[src/common/video_config.svh]
`ifndef VIDEO_CONFIG_SVH
`define VIDEO_CONFIG_SVH

// horizontal raster, in pixels
`define H_ACTIVE 16
`define H_FRONT 2
`define H_SYNC 3
`define H_BACK 3
`define H_TOTAL (`H_ACTIVE + `H_FRONT + `H_SYNC + `H_BACK)

// vertical raster, in lines
`define V_ACTIVE 4
`define V_FRONT 1
`define V_SYNC 2
`define V_BACK 1
`define V_TOTAL (`V_ACTIVE + `V_FRONT + `V_SYNC + `V_BACK)

// line buffer size, also the source's starting credit count
`define LINE_BUF_DEPTH 32
`define LINE_BUF_AW 5

`endif

[src/common/video_pkg.sv]
package video_pkg;

    // ************************************************************
    // pixel and line buffer word
    // ************************************************************

    // red in the top byte, same order as the stream tdata
    typedef struct packed {
        logic [7:0] red;
        logic [7:0] green;
        logic [7:0] blue;
    } pixel_t;

    // one line buffer word, pixel plus end of line flag
    typedef struct packed {
        pixel_t pixel;
        logic   last;
    } buf_entry_t;

    // ************************************************************
    // stream controller states
    // ************************************************************

    typedef enum logic [1:0] {
        SEEK,
        WAIT_LINE,
        STREAM,
        DRAIN
    } ctrl_state_t;

endpackage

[src/common/pixel_buf_if.sv]
interface pixel_buf_if;

    // show-ahead head of the line buffer
    video_pkg::buf_entry_t rd_entry;
    logic                  empty;
    // consume head this cycle
    logic                  pop;
    // one pulse per popped entry, goes back to the source
    logic                  credit_return;

    modport buf_side (
        output rd_entry,
        output empty,
        output credit_return,
        input  pop
    );

    modport ctrl_side (
        input  rd_entry,
        input  empty,
        output pop
    );

endinterface

[src/logic/hdmi_tx_top.sv]
module hdmi_tx_top (
    input  logic        pixel_clk,
    input  logic        arst_n,
    input  logic [23:0] s_tdata,
    input  logic        s_tvalid,
    input  logic        s_tlast,
    output logic        credit_return,
    output logic [9:0]  tmds_ch0,
    output logic [9:0]  tmds_ch1,
    output logic [9:0]  tmds_ch2,
    output logic        sync_error
);

    video_pkg::buf_entry_t wr_entry;
    video_pkg::pixel_t     enc_pixel;
    logic                  hsync;
    logic                  vsync;
    logic                  de;
    logic                  line_start;
    logic                  line_end;
    logic                  enc_hsync;
    logic                  enc_vsync;
    logic                  enc_de;

    pixel_buf_if pix_buf ();

    // stream beat into one buffer word
    assign wr_entry.pixel = video_pkg::pixel_t'(s_tdata);
    assign wr_entry.last  = s_tlast;
    assign credit_return  = pix_buf.credit_return;

    // ************************************************************
    // raster, buffer, controller
    // ************************************************************

    video_timing u_timing (
        .pixel_clk  (pixel_clk),
        .arst_n     (arst_n),
        .hsync      (hsync),
        .vsync      (vsync),
        .de         (de),
        .line_start (line_start),
        .line_end   (line_end)
    );

    line_buffer u_line_buf (
        .pixel_clk (pixel_clk),
        .arst_n    (arst_n),
        .wr_data   (wr_entry),
        .wr_valid  (s_tvalid),
        .rd        (pix_buf.buf_side)
    );

    stream_ctrl u_ctrl (
        .pixel_clk  (pixel_clk),
        .arst_n     (arst_n),
        .hsync      (hsync),
        .vsync      (vsync),
        .de         (de),
        .line_start (line_start),
        .line_end   (line_end),
        .buf_if     (pix_buf.ctrl_side),
        .enc_pixel  (enc_pixel),
        .enc_hsync  (enc_hsync),
        .enc_vsync  (enc_vsync),
        .enc_de     (enc_de),
        .sync_error (sync_error)
    );

    // ************************************************************
    // tmds channels, syncs ride on blue only
    // ************************************************************

    tmds_encoder u_enc_blue (
        .pixel_clk (pixel_clk),
        .arst_n    (arst_n),
        .data      (enc_pixel.blue),
        .c0        (enc_hsync),
        .c1        (enc_vsync),
        .de        (enc_de),
        .symbol    (tmds_ch0)
    );

    tmds_encoder u_enc_green (
        .pixel_clk (pixel_clk),
        .arst_n    (arst_n),
        .data      (enc_pixel.green),
        .c0        (1'b0),
        .c1        (1'b0),
        .de        (enc_de),
        .symbol    (tmds_ch1)
    );

    tmds_encoder u_enc_red (
        .pixel_clk (pixel_clk),
        .arst_n    (arst_n),
        .data      (enc_pixel.red),
        .c0        (1'b0),
        .c1        (1'b0),
        .de        (enc_de),
        .symbol    (tmds_ch2)
    );

endmodule

[src/logic/line_buffer.sv]
`include "video_config.svh"

module line_buffer (
    input  logic                  pixel_clk,
    input  logic                  arst_n,
    input  video_pkg::buf_entry_t wr_data,
    input  logic                  wr_valid,
    pixel_buf_if.buf_side         rd
);

    localparam int             AW       = `LINE_BUF_AW;
    localparam int             DEPTH    = `LINE_BUF_DEPTH;
    localparam logic [AW-1:0]  LAST_IDX = AW'(DEPTH - 1);
    localparam logic [AW:0]    FULL_CNT = (AW + 1)'(DEPTH);

    video_pkg::buf_entry_t mem [DEPTH];
    logic [AW-1:0]         wr_ptr;
    logic [AW-1:0]         rd_ptr;
    logic [AW:0]           fill;
    logic                  full;
    logic                  do_pop;

    function automatic logic [AW-1:0] next_ptr(input logic [AW-1:0] ptr);
        // wrap at depth, depth need not be a power of two
        return (ptr == LAST_IDX) ? '0 : ptr + 1'b1;
    endfunction

    assign full        = (fill == FULL_CNT);
    assign rd.empty    = (fill == '0);
    // show-ahead head word
    assign rd.rd_entry = mem[rd_ptr];
    assign do_pop      = rd.pop && !rd.empty;

    // ************************************************************
    // storage
    // ************************************************************

    // credit rule guarantees room, so every beat is written
    always_ff @(posedge pixel_clk) begin
        if (wr_valid) begin
            mem[wr_ptr] <= wr_data;
        end
    end

    // ************************************************************
    // pointers, fill count, credit pulse
    // ************************************************************

    always_ff @(posedge pixel_clk or negedge arst_n) begin
        if (!arst_n) begin
            wr_ptr           <= '0;
            rd_ptr           <= '0;
            fill             <= '0;
            rd.credit_return <= 1'b0;
        end else begin
            if (wr_valid) begin
                wr_ptr <= next_ptr(wr_ptr);
            end
            if (do_pop) begin
                rd_ptr <= next_ptr(rd_ptr);
            end
            // simultaneous push and pop leaves fill alone
            case ({wr_valid, do_pop})
                2'b10:   fill <= fill + 1'b1;
                2'b01:   fill <= fill - 1'b1;
                default: fill <= fill;
            endcase
            // one credit back per released entry
            rd.credit_return <= do_pop;
        end
    end

    // source spent a credit it did not hold
    no_write_when_full: assert property (@(posedge pixel_clk) disable iff (!arst_n)
        wr_valid |-> !full);

    // controller must look at empty before popping
    no_pop_when_empty: assert property (@(posedge pixel_clk) disable iff (!arst_n)
        rd.pop |-> !rd.empty);

endmodule

[src/logic/stream_ctrl.sv]
module stream_ctrl (
    input  logic              pixel_clk,
    input  logic              arst_n,
    input  logic              hsync,
    input  logic              vsync,
    input  logic              de,
    input  logic              line_start,
    input  logic              line_end,
    pixel_buf_if.ctrl_side    buf_if,
    output video_pkg::pixel_t enc_pixel,
    output logic              enc_hsync,
    output logic              enc_vsync,
    output logic              enc_de,
    output logic              sync_error
);

    video_pkg::ctrl_state_t state;
    video_pkg::ctrl_state_t state_nxt;
    video_pkg::pixel_t      pix_nxt;
    logic                   err_set;
    logic                   streaming;

    // first pixel of a line is served while WAIT_LINE hands over
    assign streaming = (state == video_pkg::STREAM) ||
                       ((state == video_pkg::WAIT_LINE) && line_start);

    // ************************************************************
    // next state, pop, pixel select
    // ************************************************************

    always_comb begin
        state_nxt   = state;
        pix_nxt     = '0;
        buf_if.pop  = 1'b0;
        err_set     = 1'b0;
        case (state)
            video_pkg::SEEK, video_pkg::DRAIN: begin
                // throw entries away up to a line boundary
                if (!buf_if.empty) begin
                    buf_if.pop = 1'b1;
                    if (buf_if.rd_entry.last) begin
                        state_nxt = video_pkg::WAIT_LINE;
                    end
                end
            end
            video_pkg::WAIT_LINE, video_pkg::STREAM: begin
                if (streaming && de) begin
                    state_nxt = video_pkg::STREAM;
                    if (!buf_if.empty) begin
                        buf_if.pop = 1'b1;
                        pix_nxt    = buf_if.rd_entry.pixel;
                        if (line_end && buf_if.rd_entry.last) begin
                            // line lengths agree
                            state_nxt = video_pkg::WAIT_LINE;
                        end else if (line_end || buf_if.rd_entry.last) begin
                            // last too early or missing
                            err_set   = 1'b1;
                            state_nxt = video_pkg::DRAIN;
                        end
                    end else if (line_end) begin
                        // starved at line end means the rest of this line is late
                        state_nxt = video_pkg::DRAIN;
                    end
                end
            end
            default: state_nxt = video_pkg::SEEK;
        endcase
    end

    // ************************************************************
    // registered encoder side
    // ************************************************************

    always_ff @(posedge pixel_clk or negedge arst_n) begin
        if (!arst_n) begin
            state      <= video_pkg::SEEK;
            sync_error <= 1'b0;
            enc_de     <= 1'b0;
            enc_hsync  <= 1'b0;
            enc_vsync  <= 1'b0;
        end else begin
            state      <= state_nxt;
            // sticky
            sync_error <= sync_error | err_set;
            enc_de     <= de;
            enc_hsync  <= hsync;
            enc_vsync  <= vsync;
        end
    end

    // black unless a pixel was popped in de
    always_ff @(posedge pixel_clk) begin
        enc_pixel <= pix_nxt;
    end

    // a pop while waiting only takes the first active pixel of a line
    no_pop_while_waiting: assert property (@(posedge pixel_clk) disable iff (!arst_n)
        ((state == video_pkg::WAIT_LINE) && buf_if.pop) |-> (de && !$past(de)));

endmodule

[src/logic/video_timing.sv]
`include "video_config.svh"

module video_timing (
    input  logic pixel_clk,
    input  logic arst_n,
    output logic hsync,
    output logic vsync,
    output logic de,
    output logic line_start,
    output logic line_end
);

    localparam int H_W        = $clog2(`H_TOTAL);
    localparam int V_W        = $clog2(`V_TOTAL);
    // active first, then front porch, sync, back porch
    localparam int H_SYNC_BEG = `H_ACTIVE + `H_FRONT;
    localparam int H_SYNC_END = H_SYNC_BEG + `H_SYNC;
    localparam int V_SYNC_BEG = `V_ACTIVE + `V_FRONT;
    localparam int V_SYNC_END = V_SYNC_BEG + `V_SYNC;

    logic [H_W-1:0] h_cnt;
    logic [V_W-1:0] v_cnt;
    logic           h_wrap;
    logic           h_active;
    logic           v_active;

    assign h_wrap = (int'(h_cnt) == `H_TOTAL - 1);

    // ************************************************************
    // raster counters
    // ************************************************************

    always_ff @(posedge pixel_clk or negedge arst_n) begin
        if (!arst_n) begin
            h_cnt <= '0;
            v_cnt <= '0;
        end else if (h_wrap) begin
            h_cnt <= '0;
            // frame wrap
            if (int'(v_cnt) == `V_TOTAL - 1) begin
                v_cnt <= '0;
            end else begin
                v_cnt <= v_cnt + 1'b1;
            end
        end else begin
            h_cnt <= h_cnt + 1'b1;
        end
    end

    // ************************************************************
    // window decode
    // ************************************************************

    assign h_active   = (int'(h_cnt) < `H_ACTIVE);
    assign v_active   = (int'(v_cnt) < `V_ACTIVE);
    assign de         = h_active && v_active;
    // syncs active high
    assign hsync      = (int'(h_cnt) >= H_SYNC_BEG) && (int'(h_cnt) < H_SYNC_END);
    assign vsync      = (int'(v_cnt) >= V_SYNC_BEG) && (int'(v_cnt) < V_SYNC_END);
    // markers only on active lines
    assign line_start = v_active && (h_cnt == '0);
    assign line_end   = v_active && (int'(h_cnt) == `H_ACTIVE - 1);

    counters_in_range: assert property (@(posedge pixel_clk) disable iff (!arst_n)
        (int'(h_cnt) < `H_TOTAL) && (int'(v_cnt) < `V_TOTAL));

endmodule

[src/tmds/tmds_encoder.sv]
module tmds_encoder (
    input  logic       pixel_clk,
    input  logic       arst_n,
    input  logic [7:0] data,
    input  logic       c0,
    input  logic       c1,
    input  logic       de,
    output logic [9:0] symbol
);

    // control symbols indexed by {c1, c0}
    localparam logic [9:0] CTRL_00 = 10'b1101010100;
    localparam logic [9:0] CTRL_01 = 10'b0010101011;
    localparam logic [9:0] CTRL_10 = 10'b0101010100;
    localparam logic [9:0] CTRL_11 = 10'b1010101011;

    logic [3:0]        n1_d;
    logic              use_xnor;
    logic [8:0]        q_m;
    logic [3:0]        n1_q;
    logic [3:0]        n0_q;
    logic signed [4:0] balance;
    logic signed [4:0] disp;
    logic signed [4:0] disp_nxt;
    logic [9:0]        sym_nxt;

    function automatic logic [3:0] ones8(input logic [7:0] v);
        logic [3:0] n;
        n = '0;
        for (int i = 0; i < 8; i++) begin
            n = n + {3'b000, v[i]};
        end
        return n;
    endfunction

    // ************************************************************
    // stage 1, transition minimization
    // ************************************************************

    assign n1_d     = ones8(data);
    assign use_xnor = (n1_d > 4'd4) || ((n1_d == 4'd4) && !data[0]);

    always_comb begin
        q_m[0] = data[0];
        for (int i = 1; i < 8; i++) begin
            q_m[i] = use_xnor ? ~(q_m[i-1] ^ data[i]) : (q_m[i-1] ^ data[i]);
        end
        // bit 8 flags xor
        q_m[8] = ~use_xnor;
    end

    // ************************************************************
    // stage 2, dc balance
    // ************************************************************

    assign n1_q    = ones8(q_m[7:0]);
    assign n0_q    = 4'd8 - n1_q;
    // ones minus zeros of q_m[7:0]
    assign balance = $signed({1'b0, n1_q}) - $signed({1'b0, n0_q});

    always_comb begin
        sym_nxt  = CTRL_00;
        disp_nxt = disp;
        if (!de) begin
            // blanking restarts the running disparity
            disp_nxt = '0;
            case ({c1, c0})
                2'b00:   sym_nxt = CTRL_00;
                2'b01:   sym_nxt = CTRL_01;
                2'b10:   sym_nxt = CTRL_10;
                default: sym_nxt = CTRL_11;
            endcase
        end else if ((disp == 0) || (n1_q == n0_q)) begin
            sym_nxt  = {~q_m[8], q_m[8], q_m[8] ? q_m[7:0] : ~q_m[7:0]};
            disp_nxt = q_m[8] ? disp + balance : disp - balance;
        end else if (((disp > 0) && (n1_q > n0_q)) || ((disp < 0) && (n0_q > n1_q))) begin
            // invert to pull disparity back
            sym_nxt  = {1'b1, q_m[8], ~q_m[7:0]};
            disp_nxt = disp - balance + (q_m[8] ? 5'sd2 : 5'sd0);
        end else begin
            sym_nxt  = {1'b0, q_m[8], q_m[7:0]};
            disp_nxt = disp + balance - (q_m[8] ? 5'sd0 : 5'sd2);
        end
    end

    always_ff @(posedge pixel_clk or negedge arst_n) begin
        if (!arst_n) begin
            symbol <= CTRL_00;
            disp   <= '0;
        end else begin
            symbol <= sym_nxt;
            disp   <= disp_nxt;
        end
    end

    disparity_bounded: assert property (@(posedge pixel_clk) disable iff (!arst_n)
        (disp >= -5'sd10) && (disp <= 5'sd10));

endmodule
[config.mk]
export PLATFORM = sky130hd
export DESIGN_NAME = hdmi_tx_top
export DESIGN_NICKNAME = d
export VERILOG_FILES = /design/src/common/video_pkg.sv /design/src/common/pixel_buf_if.sv /design/src/logic/hdmi_tx_top.sv /design/src/logic/line_buffer.sv /design/src/logic/stream_ctrl.sv /design/src/logic/video_timing.sv /design/src/tmds/tmds_encoder.sv
export VERILOG_INCLUDE_DIRS = /design/src /design/src/common
export SDC_FILE = /design/constraint.sdc
export NUM_CORES = 1
export LEC_CHECK = 0
export BUFFER_PORTS_ARGS = -buffer_cell sky130_fd_sc_hd__buf_4
export CORE_MARGIN = 4
export CORE_UTILIZATION = 30
export CTS_BUF_LIST = sky130_fd_sc_hd__clkbuf_4
export DETAILED_ROUTE_END_ITERATION = 8
export PLACE_DENSITY = 0.41
export SLEW_MARGIN = 20
export SYNTH_ARGS = -nofsm -noshare
export SYNTH_HDL_FRONTEND = slang
export SYNTH_SLANG_ARGS = --single-unit
[constraint.sdc]
create_clock -name pixel_clk -period 24.9 [get_ports pixel_clk]
set_clock_uncertainty 0.2 [all_clocks]
set_input_delay 2.49 -clock pixel_clk [delete_from_list [all_inputs] [get_ports pixel_clk]]
set_output_delay 2.49 -clock pixel_clk [all_outputs]
set_load 0.005 [all_outputs]
==> impl_metrics.py, run 1 <==
metrics = {
    "sta": {
        "fmax_ghz": 0.120,
        "worst_pin_slew_ns": 0.922,
        "setup_tns_ns": 0,
        "drv_slew": 0,
        "fin_crit_ns": 8.30,
        "rsz0062_at_grt": "no",
        "post-route-period-util_pct": 33.3,
        "timing_hold_violations_final": 0,
        "max_slew_margin_pct": 38.4,
        "setup_violations": 0,
    },
    "yosys": {
        "synth-seq-area-share_pct": 70.4,
        "syn_nets": 2063,
        "synthArstFlopShare_pct": 8.44,
        "synthFlopType": "edfxtp_1",
        "synth.avg_cell_area_um2": 19.5,
        "synthesis.area_um2": 37500,
        "syn_inst": 1924,
        "synth_edf_count": 800,
        "ys_ff_latch": 900,
        "synth_cell_type_count": 70,
        "yosys_warnings": 0,
    },
    "critical_path": {
        "cpPeakStageDelay_ns": 0.66,
        "critical_path_class": "flop to flop",
        "crit_path_start_kind": "flop",
        "cp_slowest_cell": "fa_1",
        "cpMostUsedCell": "fa_1",
        "crit_path_end_kind": "flop",
        "critPathRequiredTime_ns": 25.72,
        "crit_fanout": 17,
        "reg2reg_from": "u_ctrl.enc_pixel[16]$_SDFF_PP0_",
        "crit_start": "u_ctrl.enc_pixel[16]$_SDFF_PP0_",
        "cp.arrival_ns": 9.12,
    },
    "clocking": {
        "cts_tree": "done",
        "cts.sinks": 900,
        "cts.repair.resized": 0,
        "clock_latency_ns": 1.20,
        "cts-buffers-inserted": 240,
        "clk_pin_slew_worst_paths_ns": 0.07,
        "postCtsHoldBufs": 0,
        "cts-root-buf": "clkbuf_4",
        "htree_levels": 4,
        "cts_buffer_depth": 3,
        "post_cts_buffers": 0,
    },
    "min_path": {
        "min_path_type": "flop to flop",
        "hold_start": "u_timing.h_cnt[4]$_DFF_PN0_",
    },
    "finish": {
        "finalNetCount": 2335,
        "num-fill-cells": 11833,
        "drive_above_1_share_pct": 34.3,
        "final_common_cell": "edfxtp_1",
        "multiInputGateArea_um2": 10600,
        "final_cell_mix": "edfxtp_1, clkbuf_4, mux4_2",
        "area_growth_pct": 15.9,
        "register_area_um2": 26400,
    },
    "drt": {
        "wl_mm": 105,
        "drc": 0,
        "wl_per_cell_um": 26.0,
        "vias_per_cell": 4.83,
        "vias": 19506,
        "ant_nets": 0,
        "dr.pass1.iters": 5,
        "drt_iter0_drc": 1469,
    },
    "floorplan": {
        "initial_core_util_pct": 30.3,
        "dieWidth_um": 362,
        "core_um2": 124000,
        "die_h_um": 362,
        "dieArea_um2": 131000,
        "fp-row-count": 129,
        "io_pins": 60,
    },
    "status": {
        "status": "finished, final reports clean",
    },
    "global_route": {
        "overflow": 0,
        "grtUsageTotal_pct": 16.1,
        "grt_pass1_vias": 20923,
        "grt_pass1_wl_mm": 150,
        "grt_max_degree": 77,
        "antenna_found_initial": 7,
    },
    "placement": {
        "portBuffers": 59,
        "post-dp-hpwl_mm": 58.6,
        "gp_congestion": 0.732,
    },
    "flow_run": {
        "cap_violations": 0,
    },
}
## cell families after synthesis
kind of cell	after synthesis	synth area share, %
AO/OA/AOI/OAI	132	2.38
XOR/XNOR	95	2.33
adder cells (fa/ha/maj)	111	4.30
buffers and inverters	184	1.92
flip-flops	900	70.4
multiplexers	289	16.1
AND/OR/NAND/NOR	213	2.64
## final timing paths
| path | slack [ns] | depth (start not counted) | to |
|---|---|---|---|
| setup / recovery | 16.60 | 27 | u_enc_red.disp[4]$_DFF_PN0_ |
| hold / removal | 0.26 | 1 | u_ctrl.enc_de$_DFF_PN0_ |
| setup reg to reg | 16.60 | 27 | u_enc_red.disp[4]$_DFF_PN0_ |
| hold reg to reg | 0.26 | 1 | u_ctrl.enc_de$_DFF_PN0_ |
| max in group asynchronous | 22.72 | 1 | u_line_buf.rd_ptr[2]$_DFFE_PN0P_ |
| min in group asynchronous | 1.20 | 1 | u_line_buf.rd_ptr[0]$_DFFE_PN0P_ |
## routing by layer
layer | track usage (%) | wire length (µm)
met1 | 21.6 | 46800
met2 | 26.4 | 50400
met3 | 3.45 | 5410
met4 | 5.25 | 2190
met5 | 0 | 38
## cells in the mapped netlist, drive strengths merged (6+ instances only)
cell type  instances  share of area, %
and3               6              0.10
edfxtp           800                64
mux4             249                15
o21ai             36              0.48
nand3              9              0.12
nor2              93              0.93
mux2i             33              0.88
a21o              11              0.22
clkbuf            44              0.44
or3                6              0.10
ha                81               2.7
dfxtp             24               1.3
buf               34              0.42
o211ai             7              0.14
inv              105               1.0
dfrtp             61               4.1
fa                30               1.6
nand2             49              0.50
xnor2             59               1.4
a21oi             30              0.40
dfstp             15               1.0
nand3b             6              0.12
nor3               6             0.080
nand2b             8              0.13
mux2               7              0.21
xor2              33              0.77
## area by class of cell
type	instances	area share (%)
diodes	8	0.0460
repair buffers	108	1.87
well taps	1637	4.71
inverters	106	0.914
clock inverters	72	0.880
flip-flops and latches	900	60.8
clock buffers	368	6.35
multi-input cells	840	24.5
## sequential cells by signal, summed over array words and instances, names as in the netlist
name / cells
u_ctrl.enc_de: 1
u_ctrl.enc_hsync: 1
u_ctrl.enc_pixel: 24
u_ctrl.enc_vsync: 1
u_ctrl.state: 2
u_ctrl.sync_error: 1
u_enc_blue.disp: 5
u_enc_blue.symbol: 10
u_enc_green.disp: 5
u_enc_green.symbol: 10
u_enc_red.disp: 5
u_enc_red.symbol: 10
u_line_buf.fill: 6
u_line_buf.mem: 800
u_line_buf.rd.credit_return: 1
u_line_buf.rd_ptr: 5
u_line_buf.wr_ptr: 5
u_timing.h_cnt: 5
u_timing.v_cnt: 3
## worst max-delay path, delay by kind of cell (launching register included)
family | cells | cell delay [ns]
adders and majority gates | 11 | 4.59
xor gates and xnor gates | 6 | 1.04
AOI/OAI and AO/OA | 3 | 0.88
and+or+nand+nor | 2 | 0.64
DFF | 1 | 0.43
buffers and inverters | 5 | 0.39
## per-stage QoR
stage          hold WS [ns]  instance area [µm²]  setup slack (ns)  utilization (%)  instances
2_1_floorplan         0.212                37500             16.89                -       1924
3_5_place_dp          0.263                40300             16.60             32.5       3591
5_1_grt               0.277                43500             16.10             35.1       4038
6_report              0.256                43500             16.60             35.1       4039
3_3_place_gp          0.263                40300             16.74             32.5       3591
4_1_cts               0.262                43500             16.57             35.1       4031
Power of run 1 is not shown: default switching activity piles up to over one toggle a cycle in this logic, so the estimate is an artifact.
==> run 2, diff against run 1 <==
PLACE_DENSITY = 0.43   (was 0.41)
clock period = 7.6 ns   (was 24.9 ns; I/O delays follow)
==> impl_metrics.py, run 2 (same netlist as run 1, synthesis figures left out) <==
metrics = {
    "status": {
        "status": "finished, final reports clean",
    },
    "critical_path": {
        "critical_path_class": "flop to flop",
        "cp_slowest_cell": "fa_1",
        "timing.critical_path.buf_inv": 7,
        "crit_fanout": 6,
        "critical_path.top_delay_family": "adder cells",
        "r2r_cells": 27,
        "cp.arrival_ns": 8.28,
        "cpPeakStageDelay_ns": 0.58,
        "crit_path_start_kind": "flop",
        "crit_path_end_kind": "flop",
        "path_depth": 27,
        "critPathRequiredTime_ns": 8.42,
        "cpMostUsedCell": "inv_2",
    },
    "sta": {
        "worst_pin_slew_ns": 1.03,
        "setup_violations": 0,
        "drv_slew": 0,
        "post-route-period-util_pct": 98.1,
        "max_slew_margin_pct": 31.1,
        "timing_hold_violations_final": 0,
        "fin_crit_ns": 7.46,
        "setup_ws_ns": 0.145,
        "fmax_ghz": 0.134,
        "rsz0062_at_grt": "yes",
        "hold_slack_ns": 0.0667,
    },
    "drt": {
        "drc": 0,
        "dr.pass1.iters": 5,
        "drt_iter0_drc": 1415,
        "vias_per_cell": 4.77,
        "wl_mm": 98.6,
        "wl_per_cell_um": 24.3,
        "vias": 19332,
        "ant_nets": 0,
    },
    "finish": {
        "num-fill-cells": 11718,
        "register_area_um2": 26400,
        "final_cell_mix": "edfxtp_1, clkbuf_4, mux4_2",
        "multiInputGateArea_um2": 10900,
        "largest_reg_flops": 800,
        "drive_above_1_share_pct": 35.7,
        "area_growth_pct": 17.3,
        "final_common_cell": "edfxtp_1",
        "fin_cells": 4050,
        "regMostFlops": "u_line_buf.mem",
        "final_area_um2": 44000,
        "finalNetCount": 2374,
        "reg_top3": "u_line_buf.mem (800), u_ctrl.enc_pixel (24)",
    },
    "clocking": {
        "cts_buffer_depth": 3,
        "htree_levels": 4,
        "cts-buffers-inserted": 235,
        "cts-root-buf": "clkbuf_4",
        "cts_tree": "done",
        "cts.sinks": 900,
        "clock_latency_ns": 1.17,
        "clk_pin_slew_worst_paths_ns": 0.08,
    },
    "global_route": {
        "grt_max_degree": 98,
        "grtUsageTotal_pct": 15.1,
        "grt_pass1_wl_mm": 143,
        "grt_pass1_vias": 20975,
        "antenna_found_initial": 7,
        "overflow": 0,
    },
    "floorplan": {
        "io_pins": 60,
        "initial_core_util_pct": 30.3,
        "die_h_um": 362,
        "fp-row-count": 129,
        "core_um2": 124000,
        "dieArea_um2": 131000,
        "dieWidth_um": 362,
    },
    "placement": {
        "place_ws_ns": -0.0450,
        "portBuffers": 59,
        "dp_cells": 3604,
        "post-dp-hpwl_mm": 54.8,
        "gp_congestion": 0.749,
        "placed_area_um2": 40500,
    },
    "min_path": {
        "min_path_type": "input pin to async pin",
    },
    "flow_run": {
        "cap_violations": 0,
    },
}
run 2: cell count changes in the layout (fill, tap and decap cells not counted), moves of 8 or more:
cell and change:
buf_4 +13, clkinv_1 -11, dlygate4sd3_1 +27, clkbuf_4 -16
inv_1 -8
run 2: cell type report:
cell class / instances / area share [%]
Antenna cell: 5 / 0.0284
Clock buffer: 352 / 6.00
Clock inverter: 58 / 0.784
Inverter: 106 / 0.904
Multi-Input combinational cell: 840 / 24.7
Sequential cell: 900 / 60.1
Tap cell: 1637 / 4.65
Timing Repair Buffer: 152 / 2.85
run 2: path summary, 6_finish.rpt:
check                                               startpoint                               end  slack, ns
min in group pixel_clk             u_timing.h_cnt[4]$_DFF_PN0_           u_ctrl.enc_de$_DFF_PN0_       0.23
worst max-delay path            u_ctrl.enc_pixel[8]$_SDFF_PP0_     u_enc_green.disp[4]$_DFF_PN0_       0.14
worst max register to register  u_ctrl.enc_pixel[8]$_SDFF_PP0_     u_enc_green.disp[4]$_DFF_PN0_       0.14
worst min-delay path                                    arst_n       u_enc_red.disp[2]$_DFF_PN0_       0.07
max in group asynchronous                               arst_n  u_line_buf.rd_ptr[1]$_DFFE_PN0P_       6.54
worst min register to register     u_timing.h_cnt[4]$_DFF_PN0_           u_ctrl.enc_de$_DFF_PN0_       0.23
run 2: through the flow:
stage	TNS, ns	util [%]
floorplan	-0.0159	-
global placement	0	32.7
detailed placement	-0.0450	32.7
CTS	0	35.3
global route	-0.405	35.5
finish	0	35.5
run 2: routing by layer:
layer	global-route usage, %	vias to the layer above	wire length (µm)
met2	24.9	536	48300
li1	-	8404	-
met5	0	-	40
met3	3.35	167	5170
met4	5.73	6	2230
met1	19.6	10219	42800
run 2: repair_timing:
action,CTS,global route
endpoints found under the hold margin,866,0
hold buffers,27,0
endpoints found under the setup margin,1,15
gates resized for setup,1,39
pin swaps,3,19
buffers inserted,1,3
run 2: worst reg2reg max path: cells and delay by family (launching register included):
family | cells | cell delay, ns
simple gates | 2 | 0.77
compound gates | 5 | 0.76
flops | 1 | 0.34
fa+ha+maj | 11 | 4.45
xor+xnor | 2 | 0.36
buf+inv | 7 | 0.49
Power of run 2 is left out for the same reason.
